--- src/icache_pkg.sv ---
// Shared geometry, vector types, bundles and FSM states, imported by every cache block

package icache_pkg;

    // ------------------------------
    // Cache geometry
    // ------------------------------
    localparam int NUM_LINES  = 16;            // Lines in the cache
    localparam int LINE_WORDS = 32;            // Words per line, also the refill burst length
    localparam int TAG_LSB    = 7;             // Tag field low bit
    localparam int TAG_MSB    = 26;            // Tag field high bit

    // ------------------------------
    // Vector types
    // ------------------------------
    typedef logic [31:0] addr_t;               // Byte address
    typedef logic [31:0] word_t;               // Data word
    typedef logic [TAG_MSB-TAG_LSB:0] tag_t;   // 20-bit line tag
    typedef logic [3:0]  line_idx_t;           // Line number
    typedef logic [4:0]  word_ptr_t;           // Word within a line
    typedef logic [8:0]  ram_addr_t;           // {line, word} into the data array
    typedef logic [1:0]  acc_width_t;          // 0 byte, 1 halfword, 2 word
    typedef logic [9:0]  burst_len_t;          // Memory bus burst length

    // Access width codes
    localparam acc_width_t ACC_BYTE = 2'd0;
    localparam acc_width_t ACC_HALF = 2'd1;
    localparam acc_width_t ACC_WORD = 2'd2;

    // ------------------------------
    // Bundles
    // ------------------------------
    typedef struct packed {
        addr_t      addr;                      // Requested byte address
        acc_width_t width;                     // Access width code
    } cpu_req_t;                               // 34 bits

    typedef struct packed {
        logic       wr_en;                     // Write strobe
        ram_addr_t  addr;                      // Target word
        word_t      data;                      // Refill word
    } ram_wr_t;                                // 42 bits

    typedef struct packed {
        logic       wr_en;                     // Install at the FIFO pointer
        tag_t       tag;                       // Tag of the new line
    } tag_wr_t;                                // 21 bits

    // Lookup controller states
    typedef enum logic [2:0] {
        IDLE,
        TAG_COMPARE,
        RAM_READ,
        RESPOND,
        REFILL_WAIT
    } ctrl_state_e;

endpackage

--- src/icache_ctrl.sv ---
// Lookup FSM: accepts CPU fetches, checks tags, reads hits or waits on refill, formats data

`timescale 1ns/10ps

module icache_ctrl
    import icache_pkg::*;
(
    input  logic      mclk,
    input  logic      rst_n,
    // CPU side
    input  logic      cpu_req_i,       // Level, held until ack
    input  cpu_req_t  cpu_req_data_i,
    output logic      cpu_req_ack_o,
    output logic      cpu_resp_o,      // One-cycle response strobe
    output word_t     cpu_rdata_o,
    // Tag store
    output tag_t      cmp_tag_o,
    input  logic      hit_i,
    input  line_idx_t hit_idx_i,
    // Refill engine
    output logic      refill_start_o,
    output addr_t     refill_addr_o,
    input  logic      refill_busy_i,
    // Data array
    output ram_addr_t ram_raddr_o,
    input  word_t     ram_rdata_i
);

    ctrl_state_e state;
    cpu_req_t    req_q;                // Request being served
    ram_addr_t   raddr_q;              // Array read address of the hit word
    word_t       rdata_q;              // Last returned data
    word_t       rdata_fmt;

    // Lane select by width and low address bits, zero-extended
    function automatic word_t fmt_rdata(acc_width_t width, logic [1:0] off, word_t data);
        word_t res;
        res = '0;
        case (width)
            ACC_BYTE: begin
                case (off)
                    2'd0:    res[7:0] = data[7:0];
                    2'd1:    res[7:0] = data[15:8];
                    2'd2:    res[7:0] = data[23:16];
                    default: res[7:0] = data[31:24];
                endcase
            end
            ACC_HALF: res[15:0] = off[1] ? data[31:16] : data[15:0];
            default:  res = data;      // Word
        endcase
        return res;
    endfunction

    // ------------------------------
    // Outputs
    // ------------------------------
    assign cpu_req_ack_o  = (state == IDLE) && cpu_req_i;
    assign cpu_resp_o     = (state == RESPOND);
    assign cmp_tag_o      = req_q.addr[TAG_MSB:TAG_LSB];
    assign refill_start_o = (state == TAG_COMPARE) && !hit_i;  // Miss
    assign refill_addr_o  = req_q.addr;
    assign ram_raddr_o    = raddr_q;

    assign rdata_fmt   = fmt_rdata(req_q.width, req_q.addr[1:0], ram_rdata_i);
    assign cpu_rdata_o = (state == RESPOND) ? rdata_fmt : rdata_q;  // Hold after resp

    // ------------------------------
    // State machine
    // ------------------------------
    always_ff @(posedge mclk or negedge rst_n) begin
        if (!rst_n) begin
            state   <= IDLE;
            rdata_q <= '0;
        end else begin
            case (state)
                IDLE: begin
                    if (cpu_req_i) begin
                        state <= TAG_COMPARE;
                    end
                end
                TAG_COMPARE: begin
                    state <= hit_i ? RAM_READ : REFILL_WAIT;
                end
                RAM_READ: begin
                    state <= RESPOND;     // Array output lands next cycle
                end
                RESPOND: begin
                    rdata_q <= rdata_fmt;
                    state   <= IDLE;
                end
                REFILL_WAIT: begin
                    if (!refill_busy_i) begin
                        state <= TAG_COMPARE;  // Line installed, look up again
                    end
                end
                default: state <= IDLE;
            endcase
        end
    end

    // Request and read address capture
    always_ff @(posedge mclk) begin
        if (cpu_req_ack_o) begin
            req_q <= cpu_req_data_i;
        end
        if ((state == TAG_COMPARE) && hit_i) begin
            raddr_q <= {hit_idx_i, word_ptr_t'(req_q.addr[TAG_LSB-1:2])};
        end
    end

    // Data only goes out once the refill engine is done, and for a single cycle
    a_resp_single : assert property (@(posedge mclk) disable iff (!rst_n)
        cpu_resp_o |-> !refill_busy_i ##1 !cpu_resp_o)
        else $error("ctrl: response during a refill or longer than one cycle");

    // Refill only from an idle engine, which must answer with busy
    a_refill_start : assert property (@(posedge mclk) disable iff (!rst_n)
        refill_start_o |-> ((state != REFILL_WAIT) && !refill_busy_i) ##1 refill_busy_i)
        else $error("ctrl: refill start while a refill is pending");

endmodule

--- config.mk ---
export PLATFORM = sky130hd
export DESIGN_NAME = icache_ctrl
export DESIGN_NICKNAME = d
export VERILOG_FILES = /design/src/icache_pkg.sv /design/src/icache_ctrl.sv
export SDC_FILE = /design/constraint.sdc
export NUM_CORES = 1
export LEC_CHECK = 0
export BUFFER_PORTS_ARGS = -buffer_cell sky130_fd_sc_hd__buf_2
export CAP_MARGIN = 20
export CORE_UTILIZATION = 47
export DETAILED_ROUTE_END_ITERATION = 16
export GPL_TIMING_DRIVEN = 0
export HOLD_SLACK_MARGIN = 0.05
export PLACE_DENSITY = 0.9
export SLEW_MARGIN = 0
export SYNTH_ARGS = -nofsm -noshare
export SYNTH_HDL_FRONTEND = slang
export SYNTH_SLANG_ARGS = --single-unit
--- constraint.sdc ---
create_clock -name mclk -period 5.7 [get_ports mclk]
set_input_delay 0.285 -clock mclk [delete_from_list [all_inputs] [get_ports mclk]]
set_output_delay 0.285 -clock mclk [all_outputs]
set_load 0.02 [all_outputs]
# --- Yosys cells after proc, flatten, opt, wreduce, memory -nomap -nowiden ---
# Index checks and enable logic that the tools add are counted.
totals:
  wordCells: 33
  output_inout_bits: 96
  inputBits: 75
  reg_bits: 78
op_classes:
  n_eq_ne: 9
  n_reduce_logical: 9
  n_mux: 10
ops:
  columns: ["cell", "count"]
  rows:
  - ["$mux 16", 2]
  - ["$mux 32", 1]
  - ["$pmux 8 s2", 2]
  - ["$pmux 8 s3", 1]
  - ["$pmux 3 s4", 1]
  - ["$mux 3", 3]
  - ["$eq 3x2->1 const B", 2]
  - ["$eq 2x1->1 const B", 2]
  - ["$logic_not 2->1", 2]
  - ["$ne 2x2->1 const B", 2]
  - ["$eq 3x1->1 const B", 1]
  - ["$eq 3x3->1 const B", 1]
  - ["$logic_and 1x1->1", 3]
  - ["$logic_not 3->1", 1]
  - ["$eq 2x2->1 const B", 1]
  - ["$reduce_and 2->1", 1]
  - ["$reduce_or 2->1", 1]
  - ["$logic_not 1->1", 1]

# --- Longest topological paths before layout ---
# Gate-level depths: netlist of run 1.
logic_depth:
  ltp_word: 4
  mapped_depth: 7
  ltp_nobuf: 4

# --- Worst setup path before layout of run 1 ---
# Ideal clock, no wire load.
synth_path:
  path_type: "register to register"
  startpoint: "register state[0]"
  endpoint: "register req_q (netlist bit refill_addr_o[0]), enable pin"
  path_buffers: 1
  t_arrival_ns: 4.709
  required_ns: 5.149
  period_less_slack_ns: 5.260
  stages_incl_launch_ff: 3
  setup_time_ns: 0.551
  setup_slack_ns: 0.440
  cell_sequence: "dfrtp_1 -> buf_2 -> nor4b_1"
synth_via:
  elab_chain_cells: 2
synth_lines:
  columns: ["item", "line_no", "source"]
  rows:
  - ["from (decl)", "icache_ctrl.sv:29", "ctrl_state_e state;"]
  - ["from (signal assigned)", "icache_ctrl.sv:82", "state <= hit_i ? RAM_READ : REFILL_WAIT;"]
  - ["$logic_not 3->1", "icache_ctrl.sv:57", "assign cpu_req_ack_o = (state == IDLE) && cpu_req_i;"]
  - ["$logic_and 1x1->1", "icache_ctrl.sv:57", null]
  - ["net cpu_req_ack_o", "icache_ctrl.sv:13", "output logic cpu_req_ack_o,"]
  - ["to (signal assigned)", "icache_ctrl.sv:104", "req_q <= cpu_req_data_i;"]
  - ["to (decl)", "icache_ctrl.sv:30", "cpu_req_t req_q;"]
# The timed path passes the listed nets, and every way through them passes these cells.
# A chain may end at the register's enable or synchronous reset.

# --- Worst setup path after layout of run 1 ---
layout_path:
  startpoint: "register req_q (netlist bit refill_addr_o[1])"
  endpoint: "output cpu_rdata_o[6]"
layout_via:
  elab_chain_cells: 4
  elab_cells_between_ends: 7
  cone_classes: "eq/ne (2); mux (4); reduce/logical (1)"
layout_lines:
  columns: ["item", "line_no", "source"]
  rows:
  - ["$eq 2x2->1 (tied with other cells)", "icache_ctrl.sv:41", "case (off)"]
  - ["$pmux 8 s3", "icache_ctrl.sv:41", null]
  - ["$pmux 8 s2 *", "icache_ctrl.sv:39", "case (width)"]
  - ["$mux 32 *", "icache_ctrl.sv:65", "assign cpu_rdata_o = (state == RESPOND) ? rdata_fmt : rdata_q;"]
  - ["to (decl)", "icache_ctrl.sv:15", "output word_t cpu_rdata_o,"]
# Every way passes the cells marked *; elsewhere a longest branch is shown, timed or not.

==> flow_summary_export.csv, run 1 <==
group,metric,value,unit
clock_tree,postCtsSetupRepairBufs,0,
die,ioPinCount,171,
power,p_leak,2.401,nW
timing,fin_crit_sh,0.4239,
global_route,overflow,0,
final_layout,final_util,0.6589,
clock_tree,cts_root_buf,"clkbuf_8",
clock_tree,cts_buffers,9,
global_route,grt_pass1_wl,14.51,mm
critical_path,worstPathCellList,"buf_4, buf_6, mux2i_1, o22ai_1, a22o_1, buf_2",
synthesis,ys_types,30,
clock_tree,cts.clk_slew.worst_paths,0.09,ns
timing,slew_headroom,0.4975,
global_route,antenna_found_initial,0,
critical_path,worstPathMaxFanout,10,
run_status,status,"finished, final reports clean",
die,num_rows,31,
die,chipHeight,89.84,um
power,ir_drop,0.2497,mV
flow_run,maxCapViolCount,0,
die,fp.dieArea,8070,sq um
timing,rsz0062_at_grt,"no",
global_route,grt_use_total,0.2317,
drt,drt_first_iter_violations,139,
die,fp.dieW,89.84,um
synthesis,synth_top_area_frac,0.3561,
synthesis,synth_area,3626,sq um
hold_path,hp-class,"in -> reg",
clock_tree,clkLatencyLatePin,0.35,ns
final_layout,antennaDiodeCount,0,
clock_tree,cts_buffer_depth,2,
synthesis,synthTopCellsByArea,"edfxtp_1, dfrtp_1, buf_4",
critical_path,cp_slowest_cell,"edfxtp_1",
synthesis,synth_top_cell_by_area,"edfxtp_1",
global_route,grt_max_degree,36,
power,pwr_density_cell,478.5,nW/um^2
timing,whs,0.1031,ns
critical_path,crit_type,"reg -> out",
power,p_total,2.323,mW
power,pwr-share-clk,0.177,
timing,max_freq,413.8,MHz
drt,drtAntennaViolNets,0,
drt,wire_per_inst,15.21,um
timing,final-hold-violation-count,0,
placement,io_buffers,170,
final_layout,layout-drive-gt1-share,0.5206,
critical_path,worstPathRequired,5.41,ns
critical_path,slowest_delay,0.52,ns
critical_path,end_kind,"primary output",
synthesis,yosysSeqAreaShare,0.5977,
die,core-area,7370,sq um
placement,globalplace.congestion,0.9136,
power,p_switching,925.7,uW
synthesis,synth.avg_cell_area,11.47,sq um
placement,post-place-ws,3.708,ns
clock_tree,cts_hold_buf,1,
global_route,grt_pass1_vias,2941,
drt,num_vias,3031,
timing,tightestPinTransition,0.7538,ns
synthesis,ys_ff_latch,78,
power,swShare,0.3984,
clock_tree,clock_sinks,78,
timing,skew,0.008494,ns
power,pwr-share-seq,0.368,
final_layout,n_fill_cell,588,
timing,period_minus_slack,2.416,ns
timing,tns,0,ns
synthesis,yosysWarnings,0,
clock_tree,htreeDepth,3,
placement,dp_hpwl,7.296,mm
power,internal_power,1.398,mW
drt,first_pass_iters,5,
drt,vias_per_cell,4.985,
final_layout,syn_to_final_growth,33.92,%
synthesis,synth_cells,316,
die,initial_utilization,0.4920,
drt,wirelength,9.250,mm
drt,drc,0,
timing,slew_violations,0,
final_layout,fin_nets,579,
clock_tree,ctsResizeCount,0,
critical_path,setup.worst_path.start_class,"flip-flop",
timing,final.setup.worst_slack,3.284,ns
power,p_comb_frac,0.455,
clock_tree,cts_tree,"built",
timing,setup_violations,0,
synthesis,syn_nets,391,
critical_path,crit_arrival,2.13,ns
final timing paths:
check	from	to	slack, ns	depth (start not counted)
min in group asynchronous	rst_n	rdata_q[19]	0.53	2
max reg2reg	state[0]	refill_addr_o[29]	3.73	6
min reg2reg	refill_addr_o[5]	ram_raddr_o[3]	0.45	0
max	refill_addr_o[1]	cpu_rdata_o[6]	3.28	6
max in group asynchronous	rst_n	rdata_q[31]	4.67	2
min	cpu_req_data_i[20]	refill_addr_o[18]	0.10	1
cells by family (layout without fill, tap and decap cells):
family	after synthesis	in the layout	synth area share
compound gates	73	73	0.1318
buf+inv	82	275	0.1536
flops	78	78	0.5977
mux	7	7	0.01932
simple gates	76	76	0.09765
cell usage in the layout, fill, tap and decap left out, drive strengths merged:
cell type / synthesis / routed
or2b: 2 / 2
a22oi: 8 / 8
clkinvlp: 0 / 4
nand3b: 3 / 3
a22o: 14 / 14
edfxtp: 43 / 43
nand2b: 6 / 6
nor4bb: 1 / 1
nor2: 14 / 14
o22ai: 6 / 6
clkinv: 0 / 1
a221oi: 1 / 1
nor2b: 3 / 3
inv: 9 / 10
dfrtp: 35 / 35
a21oi: 15 / 15
mux2i: 7 / 7
bufinv: 0 / 1
a21o: 1 / 1
nor3: 3 / 3
nor4b: 2 / 2
a2111oi: 1 / 1
dlygate4sd3: 0 / 1
buf: 68 / 244
nand2: 42 / 42
o21ai: 27 / 27
clkbuf: 5 / 14
per-stage QoR:
stage / std cells / cell area [sq um]
6_report: 608 / 4856
5_1_grt: 608 / 4856
4_1_cts: 608 / 4856
3_5_place_dp: 591 / 4649
3_3_place_gp: 585 / 4601
2_1_floorplan: 316 / 3626
synth_stat cells (all sizes together):
cell type and count:
buf 68, edfxtp 43, nand2 42, dfrtp 35, o21ai 27, a21oi 15, a22o 14, nor2 14
inv 9, a22oi 8, mux2i 7, nand2b 6, o22ai 6, clkbuf 5, nand3b 3, nor2b 3
nor3 3, nor4b 2, or2b 2, a2111oi 1, a21o 1, a221oi 1, nor4bb 1
critical path, delay by kind of cell, from the launching register on:
family                 cells  cell delay, ns
buffers and inverters      3            0.62
DFF                        1            0.52
AOI/OAI and AO/OA          2            0.36
muxes                      1            0.29
power by group through the flow:
stage | Sequential, mW | Combinational (mW) | Clock, mW
after global routing | 0.871 | 1.13 | 0.439
after floorplan | 0.870 | 0.694 | 0
after CTS | 0.855 | 1.06 | 0.418
after detailed placement | 0.867 | 1.05 | 0
final | 0.855 | 1.06 | 0.410
after global placement | 0.867 | 1.01 | 0
per-layer routing:
metal / track usage / part of all wire / wire length (um)
met1: 0.2952 / 0.40 / 3718
met2: 0.3923 / 0.52 / 4796
met3: 0.03638 / 0.060 / 555
met4: 0.09973 / 0.019 / 180
met5: 0 / 0 / 0
area by class of cell:
cell class	instances	area (sq um)	share of cell area
flip-flops and latches	78	2167	0.4463
multi-input cells	156	908.4	0.1871
repair buffers	177	903.4	0.1860
plain buffers	73	523.0	0.1077
clock buffers	9	123.9	0.02551
well taps	99	123.9	0.02551
clock inverters	7	72.57	0.01494
inverters	9	33.78	0.006957
sequential cells by signal (all words and copies together) (netlist names):
register / cells
state: 3
ram_raddr_o: 9
rdata_q: 32
req_q: 2
refill_addr_o: 32
No activity file was read; power rests on OpenSTA's default activity.
==> run 2: changes to the inputs <==
- CORE_UTILIZATION: 47 -> 42
- PLACE_DENSITY: 0.9 -> 0.85
- clock period: 5.7 -> 2.1 ns (I/O delays scaled with it)
==> run 2 against run 1 <==
Effect of this change: the run now ends with negative setup slack left; clock skew is 0.011 ns higher; largest power group unchanged; non-clock buffer count rose by 53; combinational power rose to 3.0 times the previous value; routed wire length is 20% higher; count of clock-buffer cells in the layout grew 1; critical endpoint is now cpu_rdata_o[9]; first-iteration DRC count grew 40%; sequential power rose to 2.7 times the previous value; hold slack worse by 0.055 ns.
==> flow_summary_export.csv, run 2 (synthesized netlist as in run 1, its figures left out) <==
group,metric,value,unit
placement,post-place-ws,0.3086,ns
timing,period_minus_slack,2.121,ns
timing,slew_violations,0,
timing,rsz0062_at_grt,"yes",
global_route,grt_pass1_wl,15.70,mm
critical_path,r2r_slack,0.32,ns
timing,slew_headroom,0.3165,
drt,drc,0,
global_route,antenna_found_initial,1,
final_layout,layout-drive-gt1-share,0.5018,
power,pwr_density_cell,1199,nW/um^2
power,p_leak,2.647,nW
final_layout,seqCellArea,2167,sq um
clock_tree,cts.clk_slew.worst_paths,0.08,ns
timing,tightestPinTransition,1.011,ns
final_layout,stdcell_count,668,
die,ioPinCount,171,
die,core-area,8299,sq um
power,internal_power,3.867,mW
critical_path,rr_startpoint,"state[1]",
power,swShare,0.4066,
hold_path,hold_depth,3,
critical_path,timing.critical_path.buf_inv,3,
critical_path,end_kind,"primary output",
timing,skew,0.01919,ns
drt,num_vias,3325,
final_layout,fin_nets,632,
clock_tree,cts_buffer_depth,2,
drt,vias_per_cell,4.978,
critical_path,crit_arrival,2.02,ns
drt,wirelength,11.10,mm
die,fp.dieW,94.92,um
timing,fin_crit_sh,1.010,
final_layout,syn_to_final_growth,49.93,%
critical_path,crit_type,"reg -> out",
critical_path,worstPathRequired,2.00,ns
critical_path,crit_family,"buffers and inverters",
placement,placed_cells,593,
global_route,grt_use_total,0.2351,
drt,wire_per_inst,16.61,um
final_layout,final_common_cell,"buf_2",
drt,drt_first_iter_violations,195,
critical_path,reg2reg_depth,2,
critical_path,path_depth,7,
clock_tree,cts_tree,"built",
power,p_switching,2.650,mW
timing,tns,-0.02690,ns
drt,first_pass_iters,7,
timing,final.setup.worst_slack,-0.02053,ns
placement,globalplace.congestion,0.8664,
power,ir_drop,0.6232,mV
die,num_rows,33,
final_layout,multi_input_area,948.4,sq um
die,chipHeight,94.92,um
critical_path,startpoint,"refill_addr_o[1]",
run_status,status,"complete, but fails checks",
critical_path,worstPathCellList,"buf_4, nor2b_1, buf_2, a22o_1, a22oi_1, o21ai_1, buf_2",
final_layout,final_util,0.6551,
hold_path,holdCritStartpoint,"ram_rdata_i[18]",
critical_path,worstPathMaxFanout,8,
run_status,violations,"negative setup slack",
timing,setup_violations,2,
critical_path,timing.rr.end,"ram_raddr_o[1]",
timing,max_freq,471.6,MHz
critical_path,slowest_delay,0.48,ns
critical_path,path_common_cell,"buf_2",
flow_run,maxCapViolCount,0,
final_layout,final_cell_mix,"buf_2, buf_4, dlygate4sd3_1",
hold_path,hp-class,"in -> reg",
clock_tree,clkLatencyLatePin,0.35,ns
clock_tree,cts_buffers,9,
drt,drtAntennaViolNets,0,
timing,final-hold-violation-count,0,
power,pwr-share-seq,0.357,
power,pwr-share-clk,0.157,
critical_path,setup.worst_path.start_class,"flip-flop",
critical_path,cp_slowest_cell,"edfxtp_1",
hold_path,hold_path_end,"rdata_q[18]",
clock_tree,clock_sinks,78,
clock_tree,htreeDepth,3,
global_route,grt_max_degree,36,
final_layout,n_fill_cell,638,
die,initial_utilization,0.4369,
clock_tree,cts_root_buf,"clkbuf_8",
global_route,overflow,0,
placement,io_buffers,170,
power,p_comb_frac,0.486,
global_route,grt_pass1_vias,3186,
placement,dp_hpwl,7.397,mm
die,fp.dieArea,9009,sq um
[run 2: changes by cell type in the layout (fill, tap and decap cells not counted), moves of 4 or more]
| cell | before | now |
|---|---|---|
| dlygate4sd3_1 | 1 | 46 |
| o21ai_0 | 25 | 10 |
| buf_6 | 4 | 9 |
| buf_2 | 180 | 172 |
| o21ai_1 | 2 | 17 |
| clkbuf_4 | 0 | 4 |
| buf_4 | 60 | 67 |
[run 2: power groups by stage]
stage / Sequential [mW] / Combinational, mW / Clock, mW
after floorplan: 2.35 / 1.92 / 0
after CTS: 2.32 / 2.98 / 1.03
after global placement: 2.33 / 2.78 / 0
after detailed placement: 2.35 / 2.89 / 0
after global routing: 2.37 / 3.38 / 1.10
final: 2.33 / 3.17 / 1.02
[run 2: how the worst max path moves through the flow]
stage	end	slack, ns
finish	cpu_rdata_o[9]	-0.02
global placement	cpu_req_ack_o	-0.51
CTS	cpu_req_ack_o	0.03
global route	cpu_rdata_o[24]	-0.04
floorplan	refill_addr_o[0]	-0.21
detailed placement	cpu_rdata_o[5]	0.31
[run 2: per-layer routing]
layer / GRT usage / vias up / wire length (um)
met4: 0.07323 / 0 / 229
met3: 0.04750 / 29 / 629
met2: 0.4131 / 143 / 5888
met1: 0.2889 / 1618 / 4349
met5: 0 / - / 0
li1: - / 1535 / -
[run 2: per-stage QoR]
stage / hold WS (ns) / total power, mW / instance area, sq um
global placement: 0.2104 / 5.118 / 4633
floorplan: -0.1906 / 4.262 / 3651
finish: 0.04800 / 6.517 / 5436
global route: 0.05474 / 6.850 / 5436
detailed placement: 0.2319 / 5.238 / 4662
CTS: 0.05396 / 6.329 / 5273
[run 2: cell type report]
type	count	share of cell area
Antenna cell	1	0.0004603
Buffer	73	0.1017
Clock buffer	10	0.02348
Clock inverter	6	0.008516
Inverter	9	0.006214
Multi-Input combinational cell	156	0.1745
Sequential cell	78	0.3986
Tap cell	105	0.02417
Timing Repair Buffer	230	0.2624
[run 2: timing repair]
| action | in CTS | in global routing |
|---|---|---|
| endpoints found under the setup margin | 12 | 27 |
| hold endpoints to repair | 76 | 4 |
| buffers inserted | 2 | 10 |
| hold buffers | 42 | 4 |
| gates resized for setup | 2 | 31 |
[run 2: worst min-delay path, cell delays in order]
cell and delay, ns:
buf_2 0.11, nand2_1 0.06, o21ai_1 0.07
==> run 3: changes to the inputs <==
- CORE_UTILIZATION: 42 -> 47
- PLACE_DENSITY: 0.85 -> 0.9
- clock period: 2.1 -> 2.2 ns (I/O delays scaled with it)
==> run 3 against run 2 <==
Effect of this change: the run now ends clean; total power decreased by 4.2%; global-route usage increased by 1.4 points; sequential power decreased by 5%; via count decreased by 2.2%; clock skew decreased by 0.011 ns; largest cell class unchanged.
==> flow_summary_export.csv, run 3 (synthesized netlist as in run 1, its figures left out) <==
group,metric,value,unit
run_status,status,"finished, final reports clean",
power,p_leak,2.590,nW
drt,wire_per_inst,15.68,um
global_route,grt_max_degree,36,
clock_tree,htreeDepth,3,
critical_path,cp_slowest_cell,"edfxtp_1",
critical_path,endpoint,"cpu_rdata_o[4]",
critical_path,r2r_slack,0.46,ns
critical_path,timing.critical_path.buf_inv,3,
timing,tightestPinTransition,0.9457,ns
clock_tree,cts.clk_slew.worst_paths,0.08,ns
critical_path,slowest_delay,0.48,ns
hold_path,hp-class,"in -> reg",
drt,wirelength,10.13,mm
final_layout,fin_nets,617,
die,chipHeight,89.84,um
timing,rsz0062_at_grt,"yes",
critical_path,worstPathMaxFanout,10,
drt,first_pass_iters,6,
critical_path,crit_family,"buffers and inverters",
timing,slew_headroom,0.3605,
die,fp.dieW,89.84,um
final_layout,multi_input_area,938.4,sq um
final_layout,n_fill_cell,519,
hold_path,hold_depth,3,
timing,max_freq,466.2,MHz
critical_path,crit_type,"reg -> out",
global_route,grt_use_total,0.2488,
global_route,grt_pass1_vias,3269,
timing,final.setup.worst_slack,0.05482,ns
global_route,antenna_found_initial,0,
drt,drtAntennaViolNets,0,
power,ir_drop,0.6246,mV
critical_path,path_common_cell,"buf_6",
placement,post-place-ws,0.4283,ns
critical_path,timing.rr.end,"ram_raddr_o[1]",
clock_tree,clkLatencyLatePin,0.34,ns
critical_path,worstPathCellList,"buf_6, buf_6, mux2i_1, o22ai_1, a22o_1, buf_2",
final_layout,syn_to_final_growth,46.38,%
critical_path,rr_startpoint,"state[1]",
drt,drc,0,
timing,setup_violations,0,
critical_path,reg2reg_depth,2,
clock_tree,cts_buffer_depth,2,
power,pwr_density_cell,1177,nW/um^2
clock_tree,clock_sinks,78,
critical_path,end_kind,"primary output",
final_layout,final_cell_mix,"buf_2, buf_4, edfxtp_1",
placement,placed_cells,587,
drt,vias_per_cell,5.034,
critical_path,startpoint,"refill_addr_o[1]",
clock_tree,cts_tree,"built",
timing,fin_crit_sh,0.9751,
final_layout,antennaDiodeCount,0,
die,initial_utilization,0.4920,
timing,final-hold-violation-count,0,
critical_path,setup.worst_path.start_class,"flip-flop",
final_layout,layout-drive-gt1-share,0.4918,
critical_path,crit_arrival,2.04,ns
die,core-area,7370,sq um
die,num_rows,31,
die,ioPinCount,171,
timing,slew_violations,0,
critical_path,path_depth,6,
clock_tree,cts_root_buf,"clkbuf_8",
clock_tree,cts_buffers,9,
timing,tns,0,ns
placement,globalplace.congestion,0.9007,
timing,skew,0.008282,ns
flow_run,maxCapViolCount,0,
placement,io_buffers,170,
critical_path,worstPathRequired,2.09,ns
final_layout,stdcell_count,646,
drt,num_vias,3252,
global_route,overflow,0,
placement,dp_hpwl,7.035,mm
final_layout,final_common_cell,"buf_2",
die,fp.dieArea,8070,sq um
timing,period_minus_slack,2.145,ns
final_layout,seqCellArea,2167,sq um
drt,drt_first_iter_violations,172,
global_route,grt_pass1_wl,15.68,mm
-- run 3: through the flow --
| stage | util | cell area [sq um] | total power [mW] | hold WS, ns |
|---|---|---|---|---|
| 5_1_grt | 0.7202 | 5308 | 6.542 | 0.07320 |
| 6_report | 0.7202 | 5308 | 6.246 | 0.06621 |
| 4_1_cts | 0.7134 | 5258 | 6.210 | 0.05743 |
| 3_3_place_gp | 0.6277 | 4626 | 4.866 | 0.2144 |
| 2_1_floorplan | - | 3651 | 4.068 | -0.1856 |
| 3_5_place_dp | 0.6316 | 4654 | 4.989 | 0.2324 |
-- run 3: routing by layer --
metal / global-route usage / up-vias / part of all wire
met5: 0 / - / 0
met2: 0.4340 / 176 / 0.52
met1: 0.2961 / 1536 / 0.38
met4: 0.1148 / 0 / 0.039
met3: 0.04907 / 38 / 0.061
li1: - / 1502 / -
-- run 3: area by class of cell --
class                           count  area share
Clock inverter                      6     0.01603
Sequential cell                    78      0.4083
Inverter                            9    0.006365
Timing Repair Buffer              215      0.2438
Multi-Input combinational cell    156      0.1768
Tap cell                           99     0.02334
Clock buffer                       10     0.02405
Buffer                             73      0.1014
-- run 3: what timing repair did --
item,CTS,global route
buffers inserted,0,4
setup endpoints to repair,0,16
resized for setup,0,10
hold buffers,39,0
hold endpoints to repair,73,0
-- run 3: tightest hold or removal path: cells and delay by family --
family,cells,cell delay [ns]
and+or+nand+nor,1,0.08
AOI/OAI and AO/OA,1,0.06
buffers and inverters,1,0.12
-- run 3: report_power, final --
group | total (mW) | internal, mW | switching, mW
sequential | 2.22 | 2.06 | 0.168
clock | 1.16 | 0.638 | 0.521
combinational | 2.86 | 1.12 | 1.74
-- run 3: worst min-delay path by stage --
stage,slack [ns],endpoint,startpoint
after floorplan,-0.19,rdata_q[0],rst_n
after global placement,0.21,rdata_q[28],rst_n
after detailed placement,0.23,rdata_q[11],rst_n
after CTS,0.06,state[1],hit_i
after global routing,0.07,rdata_q[29],ram_rdata_i[29]
final,0.07,state[1],hit_i
